File: src/common/post_video_params.svh
`ifndef POST_VIDEO_PARAMS_SVH
`define POST_VIDEO_PARAMS_SVH

// default raster is XGA 1024x768 at 65 MHz
// horizontal geometry in pixels
`define POST_H_ACTIVE    1024
`define POST_H_FP        24
`define POST_H_SYNC      136
`define POST_H_BP        160

// vertical geometry in lines
`define POST_V_ACTIVE    768
`define POST_V_FP        3
`define POST_V_SYNC      6
`define POST_V_BP        29

// sync delay taps
`define POST_IN_DELAY    5      // early tap, external post block
`define POST_OUT_DELAY   30     // extra depth up to the display encoder
`define POST_TOTAL_DELAY (`POST_IN_DELAY + `POST_OUT_DELAY)

// data widths
`define POST_PIX_W       16     // rgb565
`define POST_COLOR_W     8
`define POST_CNT_W       11     // enough for 1344 pixels per line

`endif

File: src/common/post_video_pkg.sv
`default_nettype none

`include "post_video_params.svh"

package post_video_pkg;

    typedef logic [`POST_PIX_W-1:0]   pixel_t;    // rgb565
    typedef logic [`POST_COLOR_W-1:0] color_t;
    typedef logic [`POST_CNT_W-1:0]   count_t;    // pixel or line position

    // hs and vs are active low
    typedef struct packed
    {
        logic hs;
        logic vs;
        logic de;
    } video_sync_t;

    typedef struct packed
    {
        color_t r;
        color_t g;
        color_t b;
    } rgb_t;

    // blanking value of the sync bundle
    localparam video_sync_t SYNC_IDLE = '{hs: 1'b1, vs: 1'b1, de: 1'b0};

    typedef enum logic [1:0]
    {
        WAIT_FINISH,
        WAIT_VS_LOW,
        WAIT_VS_HIGH,
        WAIT_VS_LOW_AGAIN
    } frame_gate_state_t;

endpackage

`default_nettype wire

File: src/hdl/frame_gate_ctrl.sv
`timescale 1ns/100ps
`default_nettype none

module frame_gate_ctrl
(
    input  wire  o_post_clk,
    input  wire  rst_n,
    input  wire  i_finish,     // post block done with the last frame
    input  wire  i_vs,         // early post vs, active low
    output logic o_post_camvs
);

    post_video_pkg::frame_gate_state_t state;

    // camvs covers one whole vs period of the post stream
    always_ff @(posedge o_post_clk or negedge rst_n)
    begin
        if (!rst_n)
        begin
            state        <= post_video_pkg::WAIT_FINISH;
            o_post_camvs <= 1'b0;
        end
        else
        begin
            case (state)
                post_video_pkg::WAIT_FINISH:
                begin
                    if (i_finish)
                        state <= post_video_pkg::WAIT_VS_LOW;
                end
                post_video_pkg::WAIT_VS_LOW:
                begin
                    if (!i_vs)
                    begin
                        state        <= post_video_pkg::WAIT_VS_HIGH;
                        o_post_camvs <= 1'b1;
                    end
                end
                post_video_pkg::WAIT_VS_HIGH:
                begin
                    if (i_vs)
                        state <= post_video_pkg::WAIT_VS_LOW_AGAIN;
                end
                post_video_pkg::WAIT_VS_LOW_AGAIN:
                begin
                    if (!i_vs)
                    begin
                        state        <= post_video_pkg::WAIT_FINISH;
                        o_post_camvs <= 1'b0;   // back to idle
                    end
                end
                default:
                begin
                    state        <= post_video_pkg::WAIT_FINISH;
                    o_post_camvs <= 1'b0;
                end
            endcase
        end
    end

endmodule

`default_nettype wire

File: src/hdl/pixel_stage.sv
`timescale 1ns/100ps
`default_nettype none

module pixel_stage
(
    input  wire                         o_post_clk,
    input  wire                         rst_n,

    input  wire                         i_fb_den,
    input  post_video_pkg::pixel_t      i_fb_data,

    input  post_video_pkg::video_sync_t i_late_sync,
    input  post_video_pkg::rgb_t        i_post_rgb,

    output post_video_pkg::pixel_t      o_post_data,
    output post_video_pkg::video_sync_t o_disp_sync,
    output post_video_pkg::rgb_t        o_disp_rgb
);

    // invalid buffer words go out as black
    assign o_post_data = i_fb_den ? i_fb_data : '0;

    // sync and color leave the same flop stage towards the encoder
    always_ff @(posedge o_post_clk or negedge rst_n)
    begin
        if (!rst_n)
        begin
            o_disp_sync <= post_video_pkg::SYNC_IDLE;
            o_disp_rgb  <= '0;
        end
        else
        begin
            o_disp_sync <= i_late_sync;
            o_disp_rgb  <= i_post_rgb;
        end
    end

endmodule

`default_nettype wire

File: src/hdl/post_video_top.sv
`timescale 1ns/100ps
`default_nettype none

`include "post_video_params.svh"

module post_video_top
#(
    parameter int H_ACTIVE = `POST_H_ACTIVE,
    parameter int H_FP     = `POST_H_FP,
    parameter int H_SYNC   = `POST_H_SYNC,
    parameter int H_BP     = `POST_H_BP,
    parameter int V_ACTIVE = `POST_V_ACTIVE,
    parameter int V_FP     = `POST_V_FP,
    parameter int V_SYNC   = `POST_V_SYNC,
    parameter int V_BP     = `POST_V_BP
)
(
    input  wire                        o_post_clk,
    input  wire                        rst_n,

    // frame handshake from the post block
    input  wire                        i_finish,

    // frame buffer read side
    input  wire                        i_fb_den,
    input  post_video_pkg::pixel_t     i_fb_data,

    // processed colors back from the post block
    input  post_video_pkg::rgb_t       i_post_rgb,

    // post stream
    output logic                       o_post_vs,
    output logic                       o_post_de,
    output post_video_pkg::pixel_t     o_post_data,
    output logic                       o_post_camvs,

    // display encoder bundle
    output post_video_pkg::video_sync_t o_disp_sync,
    output post_video_pkg::rgb_t       o_disp_rgb
);

    post_video_pkg::video_sync_t raw_sync;
    post_video_pkg::video_sync_t early_sync;
    post_video_pkg::video_sync_t late_sync;

    video_timing_gen
    #(
        .H_ACTIVE (H_ACTIVE),
        .H_FP     (H_FP),
        .H_SYNC   (H_SYNC),
        .H_BP     (H_BP),
        .V_ACTIVE (V_ACTIVE),
        .V_FP     (V_FP),
        .V_SYNC   (V_SYNC),
        .V_BP     (V_BP)
    )
    video_timing_gen_inst
    (
        .o_post_clk (o_post_clk),
        .rst_n      (rst_n),
        .o_sync     (raw_sync)
    );

    sync_delay_line sync_delay_line_inst
    (
        .o_post_clk   (o_post_clk),
        .rst_n        (rst_n),
        .i_sync       (raw_sync),
        .o_early_sync (early_sync),
        .o_late_sync  (late_sync)
    );

    assign o_post_vs = early_sync.vs;
    assign o_post_de = early_sync.de;   // early hs goes nowhere

    pixel_stage pixel_stage_inst
    (
        .o_post_clk  (o_post_clk),
        .rst_n       (rst_n),
        .i_fb_den    (i_fb_den),
        .i_fb_data   (i_fb_data),
        .i_late_sync (late_sync),
        .i_post_rgb  (i_post_rgb),
        .o_post_data (o_post_data),
        .o_disp_sync (o_disp_sync),
        .o_disp_rgb  (o_disp_rgb)
    );

    frame_gate_ctrl frame_gate_ctrl_inst
    (
        .o_post_clk   (o_post_clk),
        .rst_n        (rst_n),
        .i_finish     (i_finish),
        .i_vs         (early_sync.vs),
        .o_post_camvs (o_post_camvs)
    );

endmodule

`default_nettype wire

File: src/video_timing/sync_delay_line.sv
`timescale 1ns/100ps
`default_nettype none

`include "post_video_params.svh"

module sync_delay_line
(
    input  wire                         o_post_clk,
    input  wire                         rst_n,
    input  post_video_pkg::video_sync_t i_sync,
    output post_video_pkg::video_sync_t o_early_sync,
    output post_video_pkg::video_sync_t o_late_sync
);

    // stage 0 holds i_sync delayed by one cycle
    post_video_pkg::video_sync_t sync_dly [`POST_TOTAL_DELAY];

    always_ff @(posedge o_post_clk or negedge rst_n)
    begin
        if (!rst_n)
        begin
            for (int i = 0; i < `POST_TOTAL_DELAY; i++)
                sync_dly[i] <= post_video_pkg::SYNC_IDLE;   // blanked until timing arrives
        end
        else
        begin
            sync_dly[0] <= i_sync;
            for (int i = 1; i < `POST_TOTAL_DELAY; i++)
                sync_dly[i] <= sync_dly[i-1];
        end
    end

    // early tap lines up with the frame buffer read pixels
    assign o_early_sync = sync_dly[`POST_IN_DELAY-1];

    // late tap covers the post block latency as well
    assign o_late_sync  = sync_dly[`POST_TOTAL_DELAY-1];

endmodule

`default_nettype wire

File: src/video_timing/video_timing_gen.sv
`timescale 1ns/100ps
`default_nettype none

`include "post_video_params.svh"

module video_timing_gen
#(
    parameter int H_ACTIVE = `POST_H_ACTIVE,
    parameter int H_FP     = `POST_H_FP,
    parameter int H_SYNC   = `POST_H_SYNC,
    parameter int H_BP     = `POST_H_BP,
    parameter int V_ACTIVE = `POST_V_ACTIVE,
    parameter int V_FP     = `POST_V_FP,
    parameter int V_SYNC   = `POST_V_SYNC,
    parameter int V_BP     = `POST_V_BP
)
(
    input  wire                         o_post_clk,
    input  wire                         rst_n,
    output post_video_pkg::video_sync_t o_sync
);

    // order within a line or frame is active, front porch, sync, back porch
    localparam int H_TOTAL    = H_ACTIVE + H_FP + H_SYNC + H_BP;
    localparam int V_TOTAL    = V_ACTIVE + V_FP + V_SYNC + V_BP;
    localparam int H_SYNC_BEG = H_ACTIVE + H_FP;
    localparam int H_SYNC_END = H_SYNC_BEG + H_SYNC;
    localparam int V_SYNC_BEG = V_ACTIVE + V_FP;
    localparam int V_SYNC_END = V_SYNC_BEG + V_SYNC;

    post_video_pkg::count_t      h_cnt;
    post_video_pkg::count_t      v_cnt;
    logic                        h_last;
    logic                        v_last;
    post_video_pkg::video_sync_t sync_next;

    assign h_last = (h_cnt == post_video_pkg::count_t'(H_TOTAL - 1));
    assign v_last = (v_cnt == post_video_pkg::count_t'(V_TOTAL - 1));

    always_ff @(posedge o_post_clk or negedge rst_n)
    begin
        if (!rst_n)
        begin
            h_cnt <= '0;
            v_cnt <= '0;
        end
        else
        begin
            if (h_last)
            begin
                h_cnt <= '0;
                if (v_last)
                    v_cnt <= '0;
                else
                    v_cnt <= v_cnt + 1'b1;
            end
            else
            begin
                h_cnt <= h_cnt + 1'b1;
            end
        end
    end

    // decode from the current position
    always_comb
    begin
        sync_next.hs = !((h_cnt >= post_video_pkg::count_t'(H_SYNC_BEG)) &&
                         (h_cnt <  post_video_pkg::count_t'(H_SYNC_END)));
        sync_next.vs = !((v_cnt >= post_video_pkg::count_t'(V_SYNC_BEG)) &&
                         (v_cnt <  post_video_pkg::count_t'(V_SYNC_END)));
        sync_next.de = (h_cnt < post_video_pkg::count_t'(H_ACTIVE)) &&
                       (v_cnt < post_video_pkg::count_t'(V_ACTIVE));
    end

    always_ff @(posedge o_post_clk or negedge rst_n)
    begin
        if (!rst_n)
            o_sync <= post_video_pkg::SYNC_IDLE;
        else
            o_sync <= sync_next;   // one cycle behind the counters
    end

endmodule

`default_nettype wire

File: config.mk
export PLATFORM = sky130hd
export DESIGN_NAME = post_video_top
export DESIGN_NICKNAME = d
export VERILOG_FILES = /design/src/common/post_video_pkg.sv /design/src/hdl/frame_gate_ctrl.sv /design/src/hdl/pixel_stage.sv /design/src/hdl/post_video_top.sv /design/src/video_timing/sync_delay_line.sv /design/src/video_timing/video_timing_gen.sv
export VERILOG_INCLUDE_DIRS = /design/src /design/src/common
export SDC_FILE = /design/constraint.sdc
export NUM_CORES = 1
export LEC_CHECK = 0
export BUFFER_PORTS_ARGS = -buffer_cell sky130_fd_sc_hd__clkbuf_2
export CORE_MARGIN = 2
export CORE_UTILIZATION = 30
export DETAILED_ROUTE_END_ITERATION = 8
export GPL_TIMING_DRIVEN = 0
export PLACE_DENSITY_LB_ADDON = 0.25
export SYNTH_ARGS = -nofsm -noshare
export SYNTH_HDL_FRONTEND = slang
export SYNTH_SLANG_ARGS = --single-unit
File: constraint.sdc
create_clock -name o_post_clk -period 1.95 [get_ports o_post_clk]
set_input_delay 0.0975 -clock o_post_clk [delete_from_list [all_inputs] [get_ports o_post_clk]]
set_output_delay 0.0975 -clock o_post_clk [all_outputs]
set_load 0.03 [all_outputs]
* Yosys cells after proc, flatten, opt, wreduce, memory -nomap -nowiden
Cells that the tools add are included. W data, S select, Z words.
Storage, ports and cells: word-level logic and storage cells 155, output and inout port bits 46, register bits after elaboration 160, bits of input ports 44
Operators by class: mux-type cells 11, equal/unequal tests 9, reductions and logical operators 9, $lt $le $gt $ge 6, add/subtract/negate cells 2
Operator list (count):
- $add A11 B1 Y11 const B | 2
- $lt A11 B10 Y1 const B | 2
- $lt A11 B11 Y1 const B | 2
- $mux W11 | 2
- $mux W16 | 1
- $eq A11 B10 Y1 const B | 1
- $eq A11 B11 Y1 const B | 1
- $ge A11 B10 Y1 const B | 1
- $ge A11 B11 Y1 const B | 1
- $mux W2 | 4
- $ne A2 B2 Y1 const B | 4
- $pmux W2 S4 | 1
- $eq A2 B2 Y1 const B | 2
- $reduce_and A4 Y1 | 1
- $logic_and A1 B1 Y1 | 3
- $reduce_and A3 Y1 | 1
- $eq A2 B1 Y1 const B | 1
- $logic_not A1 Y1 | 2
- $logic_not A2 Y1 | 1
- $mux W1 | 2
- $pmux W1 S2 | 1
- $reduce_bool A2 Y1 | 1

* Longest topological paths before layout
Gate-level depths: netlist of the first run.
word-level depth 3, mapped depth 7, mapped depth without buffers 6

* By module
From an unflattened synthesis of the first run, not the netlist that was laid out.
Unflattened totals: cells, all modules 305, area, all modules 5083.6 µm²
Modules (own cells, without submodules):
- sync_delay_line | area an instance 2760.1 µm², times used 1, sequential area each 2715.1 µm², cells each 111
- video_timing_gen | area an instance 1300.0 µm², times used 1, sequential area each 628.1 µm², cells each 130
- pixel_stage | area an instance 804.5 µm², times used 1, sequential area each 678.2 µm², cells each 44
- frame_gate_ctrl | area an instance 219.0 µm², times used 1, sequential area each 75.1 µm², cells each 20

* Worst setup path after synthesis of the first run
No wires, ideal clock.
path type register to register, from register video_timing_gen_inst.h_cnt[0], to register video_timing_gen_inst.v_cnt[8], stages on the path, launching flop included 7, clock period less this slack 1758 ps, arrival 1695 ps, path buffers 1, setup slack 192 ps, cell sequence dfrtp_1 ha_1 nand3_2 or4b_1 buf_2 nor4b_2 a21o_1
On the way: longest elaborated chain between the ends 1
Ends and longest elaborated chain:
- start: declaration | line video_timing_gen.sv:31 | post_video_pkg::count_t h_cnt;
- start signal: assignment | line video_timing_gen.sv:59 | h_cnt <= h_cnt + 1'b1;
- $eq A11 B11 Y1 | line video_timing_gen.sv:37 | assign h_last = (h_cnt == post_video_pkg::count_t'(H_TOTAL - 1));
- end signal: assignment | line video_timing_gen.sv:55 | v_cnt <= v_cnt + 1'b1;
- end: declaration | line video_timing_gen.sv:32 | post_video_pkg::count_t v_cnt;
No other way between the ends. A chain may end at the register's enable or synchronous reset.

* Final worst setup path of the first run
Same ends and word-level chain as after synthesis.

==> run metrics, run 1 <==
Die Area=~18000 µm²; Hold Fails Final Rpt=0; area delta synth->final=33.13%; Syn. warnings=0; Seq pwr share=about 47%; final core utilization=between 40% and 50%; # rows=47; fin area=6651 µm²; status=complete, no violations; LEAKAGE=2.863 nW; Clk Latency, worst-skew pair=~0.43 ns; CP Capture Type=flip-flop; n_diodes=0; FMAX=between 500 and 600 MHz; largest net degree at the start of global routing=102; Post-Syn Area=roughly 5000 µm²; Die H=about 130 µm; #FFs+latches synth=160; final setup violation count=0; Setup Fix Bufs, Post-CTS=0; Yosys cell types=42; Max-slew headroom=68.77%; CTS root buffer=clkbuf_16; sequential area share after synthesis=approximately 82%; ys flop type=dfrtp_1; NumNets Final=483; critical path launch point type=flip-flop; synthesized area per cell=between 15 and 20 µm²; CP Data Arrival Time=2.23 ns; Initial Util=between 30% and 40%; vias in the first global route=2668; share of cells above drive strength 1=approximately 47%; Post-synth ARST share=100.0%; clock share of power=between 40% and 50%; RSZ-0062 raised after global routing=yes; worst slew pin tran=about 0.47 ns; CTS HTree Levels=4; Horiz. Die Dim=133.1 µm; placed cells=606; CP Max Fanout=7; clock buffer depth=2; switching part of the total power=a little under a quarter; FILL cells=1488; Final ANT Viol Nets=0; CTS Sinks=160; DR DRC count=0; Max Slew Vio Count=0; peak supply drop=between 600 and 700 µV; Max Cap Viol=0; pwr dens=between 1000 and 1500 nW/µm²; cells after synthesis=296; initial antenna violation count=0; EDFF count, synth=0; Total Power=just over 7 mW; Placer Congestion=~0.76; I/O pins=90; Via density=approximately 4; Post-DP Area=5753 µm²; remaining global-route overflow=0; GRT Overall Usage=about 9.7%; Vias=~2700; internal power=5.548 mW; Setup Skew=about 0.013 ns; DP HPWL=between 4000 and 5000 µm; Setup CP Type=reg -> reg; Hold Crit Class=in -> reg; Worst Path Required=about 2.3 ns; clock slew at reported path FFs=0.07 ns; fin crit share=between 90 and 100%; Detailed Route WL=7799 µm; Core ar.=about 16000 µm²; post-route insts no fill=663; fin crit period=1.857 ns; initial drt markers=around 130; CTS tree=built; syn nets=between 300 and 400; first-pass GRT wire length=about 13000 µm; combinational fraction of design power=6.8%; port bufs=89; Min Hold Slack=about 0.14 ns; CTS buffer count=17; P_sw=roughly 1.7 mW; WL/cell=roughly 12 µm; total iterations of the first detailed-routing run=4
[placed cells by master, fill, tap and decap left out, types with 3 or more instances in the layout]
master         count
clkbuf_1           4
inv_1              9
nand2_1            7
inv_8              4
and2_1            19
o31ai_1            3
dlygate4sd3_1     25
ha_1               8
o21ai_0            5
nor2_1            11
nor3_1             3
xnor2_1            5
clkbuf_16         17
o21ai_1            5
and3_1             5
dfrtp_1           85
dfstp_2           74
clkbuf_2          88
nand3_1            9
a21oi_1            7
nand4_1            3
inv_6              4
[power groups by stage]
stage          sequential [mW]  combinational (mW)  clock (mW)
2_1_floorplan             3.55               0.191           0
3_3_place_gp              3.47               0.439           0
4_1_cts                   3.42               0.508        3.45
3_5_place_dp              3.48               0.467           0
5_1_grt                   3.43               0.554        3.61
6_report                  3.42               0.497        3.34
[worst max-delay path: stages, from the launching register on]
cell and delay, ns:
dfrtp_1 0.43, ha_4 0.18, nand3_4 0.13, or4b_1 0.52, buf_2 0.19, nor4b_4 0.25
a21o_1 0.11
[cell type report]
class,count,area (µm²),share of cell area [%]
tap,220,275.3,4.138
multi-input combinational,120,867.1,13.04
clock inverter,14,167.7,2.521
buffer,7,38.79,0.5831
sequential,160,4098,61.61
clock buffer,18,439.2,6.603
inverter,9,33.78,0.5079
timing repair buffer,115,732.0,11.00
[timing repair]
item	CTS	global route
endpoints found under the setup margin	3	5
cloned	0	0
pin swaps	0	1
hold buffers	25	0
hold endpoints to repair	83	0
resized for setup	2	5
[metrics by stage]
step	worst slack, ns	TNS, ns
CTS	0.01986	0
global placement	-1.646	-191.80
global route	-0.01880	-0.03696
floorplan	0.1916	0
finish	0.09282	0
detailed placement	-0.08506	-0.08807
[sequential cells by signal, indices dropped and copies added (netlist names)]
name	flops
sync_delay_line_inst.o_late_sync	3
video_timing_gen_inst.o_sync	3
pixel_stage_inst.o_disp_sync	3
video_timing_gen_inst.v_cnt	11
video_timing_gen_inst.h_cnt	11
sync_delay_line_inst.sync_dly	99
frame_gate_ctrl_inst.state	2
sync_delay_line_inst.o_early_sync	3
pixel_stage_inst.o_disp_rgb	24
frame_gate_ctrl_inst.o_post_camvs	1
[kinds of logic after synthesis]
| logic type | share of synthesized area, % |
|---|---|
| AO/OA/AOI/OAI | 4.283 |
| buffers and inverters | 1.402 |
| flip-flops | 81.99 |
| XOR/XNOR | 1.227 |
| multiplexers | 0.4508 |
| AND/OR/NAND/NOR | 8.390 |
| adder cells (fa/ha/maj) | 2.254 |
[final timing paths]
kind	endpoint	from	slack, ns	cells after the start
max reg2reg	video_timing_gen_inst.v_cnt[8]	video_timing_gen_inst.h_cnt[0]	0.09	6
min reg2reg	sync_delay_line_inst.sync_dly[69]	sync_delay_line_inst.sync_dly[72]	0.35	0
max	video_timing_gen_inst.v_cnt[8]	video_timing_gen_inst.h_cnt[0]	0.09	6
min in group asynchronous	frame_gate_ctrl_inst.o_post_camvs	rst_n	0.21	2
max in group asynchronous	sync_delay_line_inst.sync_dly[79]	rst_n	0.90	3
min	frame_gate_ctrl_inst.state[0]	i_finish	0.14	3
[cell usage after synthesis (3+ instances only)]
| cell type | n | area [µm²] |
|---|---|---|
| dfstp_2 | 74 | 1944 |
| inv_1 | 9 | 33.78 |
| nor2_1 | 11 | 41.29 |
| o21ai_1 | 5 | 25.02 |
| o31ai_1 | 3 | 22.52 |
| nand3_1 | 9 | 45.04 |
| dfrtp_1 | 86 | 2152 |
| xnor2_1 | 5 | 43.79 |
| o21ai_0 | 5 | 25.02 |
| nor3_1 | 3 | 15.01 |
| ha_1 | 9 | 112.6 |
| clkbuf_1 | 4 | 15.01 |
| and3_1 | 5 | 31.28 |
| a21oi_1 | 7 | 35.03 |
| nand2_1 | 7 | 26.28 |
| and2_1 | 19 | 118.9 |
| nand4_1 | 3 | 18.77 |
[metal layers]
metal / up-vias / GRT usage [%] / routed length [µm] / share of wire [%]
li1: 1262 / - / - / -
met2: 77 / 13.87 / 3515 / 45
met5: - / 0 / 0 / 0
met3: 16 / 4.215 / 466 / 6.0
met4: 0 / 5.914 / 174 / 2.2
met1: 1305 / 12.09 / 3643 / 47
Note: power is estimated with default switching activity, not from simulation.
==> inputs of run 2 (changes only) <==
- CORE_UTILIZATION: 30 -> 48
- SYNTH_HIERARCHICAL: unset -> 1
==> run metrics, run 2 <==
status=finished, violations left (was complete, no violations); failing checks=setup timing; Core ar.=10280 µm² (was 16410 µm²); worst slew pin tran=0.5627 ns (was 0.4684 ns); Total Power=7.067 mW (was 7.258 mW); CP Data Arrival Time=2.47 ns (was 2.23 ns); NumNets Final=493 (was 483); FMAX=490.4 MHz (was 538.5 MHz); CP Capture Type=flip-flop (unchanged); fin area=6643 µm² (was 6651 µm²); port bufs=89 (unchanged); Max Used Layer=met4 (unchanged); CTS HTree Levels=4 (unchanged); Max Slew Vio Count=0 (unchanged); post-route insts no fill=589 (was 663); first-pass GRT wire length=14500 µm (was 13100 µm); Final ANT Viol Nets=0 (unchanged); Vias=2760 (was 2660); largest net degree at the start of global routing=112 (was 102); clock slew at reported path FFs=0.07 ns (about the same); Placer Congestion=0.7982 (was 0.7608); Largest Register=sync_delay_line_inst/sync_dly (was sync_delay_line_inst.sync_dly); Largest regs=sync_delay_line_inst/sync_dly x99, pixel_stage_inst/o_disp_rgb x24 (was sync_delay_line_inst.sync_dly x99, pixel_stage_inst.o_disp_rgb x24); DR WL met3=378 µm (was 466 µm); n_diodes=0 (unchanged); most frequent cells in the layout=clkbuf_2 (88), dfrtp_1 (84), dfstp_2 (74), dlygate4sd3_1 (26), clkbuf_16 (18) (was clkbuf_2 (88), dfrtp_1 (85), dfstp_2 (74), dlygate4sd3_1 (25), and2_1 (19)); pwr dens=1064 nW/µm² (was 1091 nW/µm²); total iterations of the first detailed-routing run=4 (unchanged); remaining global-route overflow=0 (unchanged); Max Cap Viol=0 (unchanged); Initial Util=49.39% (was 30.45%); share of cells above drive strength 1=51.21% (was 46.50%); critical path launch point type=flip-flop (unchanged); DP HPWL=4537 µm (was 4628 µm); peak supply drop=505.9 µV (was 628.8 µV); M1 wire length=3790 µm (was 3643 µm); CTS tree=built (unchanged); Syn. warnings=6 (was 0); CTS buffer count=17 (unchanged); Setup CP Type=reg -> reg (unchanged); cells after synthesis=304 (was 296); synthesized area per cell=16.70 µm² (was 16.88 µm²); fin crit share=104.6% (was 95.24%); Final WS setup=-0.08905 ns (was 0.09282 ns); Die H=106.8 µm (was 133.1 µm); vias in the first global route=2950 (was 2668); Die Area=11410 µm² (was 17700 µm²); placed cells=530 (was 606); max FFs per register=99 (unchanged); area delta synth->final=30.86% (was 33.13%); Post-DP Area=5729 µm² (was 5753 µm²); CTS root buffer=clkbuf_8 (was clkbuf_16); WL/cell=14.34 µm (was 11.76 µm); clock buffer depth=2 (unchanged); Max-slew headroom=62.28% (was 68.77%); final setup violation count=3 (was 0); CP Max Fanout=5 (was 7); # rows=37 (was 47); initial drt markers=110 (was 128); syn nets=357 (was 349); initial antenna violation count=0 (unchanged); FILL cells=712 (was 1488); Hold Fails Final Rpt=0 (unchanged); Worst Path Required=2.38 ns (was 2.32 ns); Via density=4.686 (was 4.012); RSZ-0062 raised after global routing=yes (unchanged); Clk Latency, worst-skew pair=0.51 ns (was 0.43 ns); DR DRC count=0 (unchanged); I/O pins=90 (unchanged); Setup Skew=0.01118 ns (was 0.01266 ns); most common cell after layout, fill and taps aside=clkbuf_2 (unchanged); Horiz. Die Dim=106.8 µm (was 133.1 µm); CTS Sinks=160 (unchanged); GRT Overall Usage=16.50% (was 9.689%); fin crit period=2.039 ns (was 1.857 ns); Detailed Route WL=8447 µm (was 7799 µm); Post-Syn Area=5076 µm² (was 4996 µm²); LEAKAGE=2.895 nW (was 2.863 nW); Hold Crit Class=in -> async (was in -> reg); met2 WL post-DR=4198 µm (was 3515 µm)
run 2: cell types whose count changed in the layout (fill, tap and decap cells not counted), sizes merged, moves of 3 or more:
cell   change
buf       +10
inv        +4
and3       -3
nand4      +7
mux2i      +3
or3        +5
o21ai      -5
run 2: critical path, cell delays in order (launching register included):
cell and delay [ns]:
dfrtp_1 0.38, buf_6 0.12, or4b_4 0.50, or4_4 0.47, or3_1 0.38, a21oi_2 0.13
run 2: path summary, 6_finish.rpt:
path | startpoint | to | slack (ns) | cells after the start
min | rst_n | sync_delay_line_inst/sync_dly[3] | 0.10 | 2
min reg2reg | sync_delay_line_inst/sync_dly[60] | sync_delay_line_inst/sync_dly[57] | 0.34 | 0
max in group asynchronous | rst_n | sync_delay_line_inst/sync_dly[82] | 1.01 | 3
min in group o_post_clk | i_post_rgb[3] | pixel_stage_inst/o_disp_rgb[3] | 0.23 | 2
max | video_timing_gen_inst/h_cnt[7] | video_timing_gen_inst/v_cnt[9] | -0.09 | 5
max reg2reg | video_timing_gen_inst/h_cnt[7] | video_timing_gen_inst/v_cnt[9] | -0.09 | 5
run 2: layout make-up:
| cell class | count | area, µm² | share of cell area [%] |
|---|---|---|---|
| Clock inverter | 12 | 153.9 | 2.317 |
| Clock buffer | 20 | 467.9 | 7.045 |
| Multi-Input combinational cell | 120 | 862.1 | 12.98 |
| Sequential cell | 160 | 4099 | 61.71 |
| Tap cell | 136 | 170.2 | 2.562 |
| Timing Repair Buffer | 119 | 764.5 | 11.51 |
| Inverter | 12 | 45.04 | 0.6781 |
| Buffer | 10 | 80.08 | 1.206 |
run 2: what timing repair did:
| item | in CTS | in global routing |
|---|---|---|
| pin swaps | 1 | 0 |
| setup buffers | 3 | 0 |
| hold endpoints to repair | 98 | 0 |
| hold buffers | 26 | 0 |
| cloned | 0 | 0 |
| gates resized for setup | 3 | 3 |
| endpoints found under the setup margin | 8 | 9 |
run 2: layer usage:
layer / track usage [%] / vias up
li1: - / 1281
met1: 21.41 / 1394
met2: 26.75 / 76
met3: 4.620 / 9
met4: 6.122 / 0
met5: 0 / -
run 2: stage by stage:
stage	hold slack (ns)	setup TNS (ns)	setup WS, ns	util (%)
after detailed placement	0.06693	-0.5508	-0.1336	55.75
final	0.1024	-0.1443	-0.08905	64.63
after floorplan	-0.1981	0	0.001806	-
after CTS	0.08301	-0.1453	-0.07378	64.54
after global routing	0.1119	-0.9197	-0.1687	64.63
after global placement	0.2072	-188.49	-1.621	55.39
run 2: report_power, final:
part | internal, mW | switching [mW]
clock network | 2.03 | 1.37
registers | 3.35 | 0.00752
logic | 0.112 | 0.191
total | 5.49 | 1.57
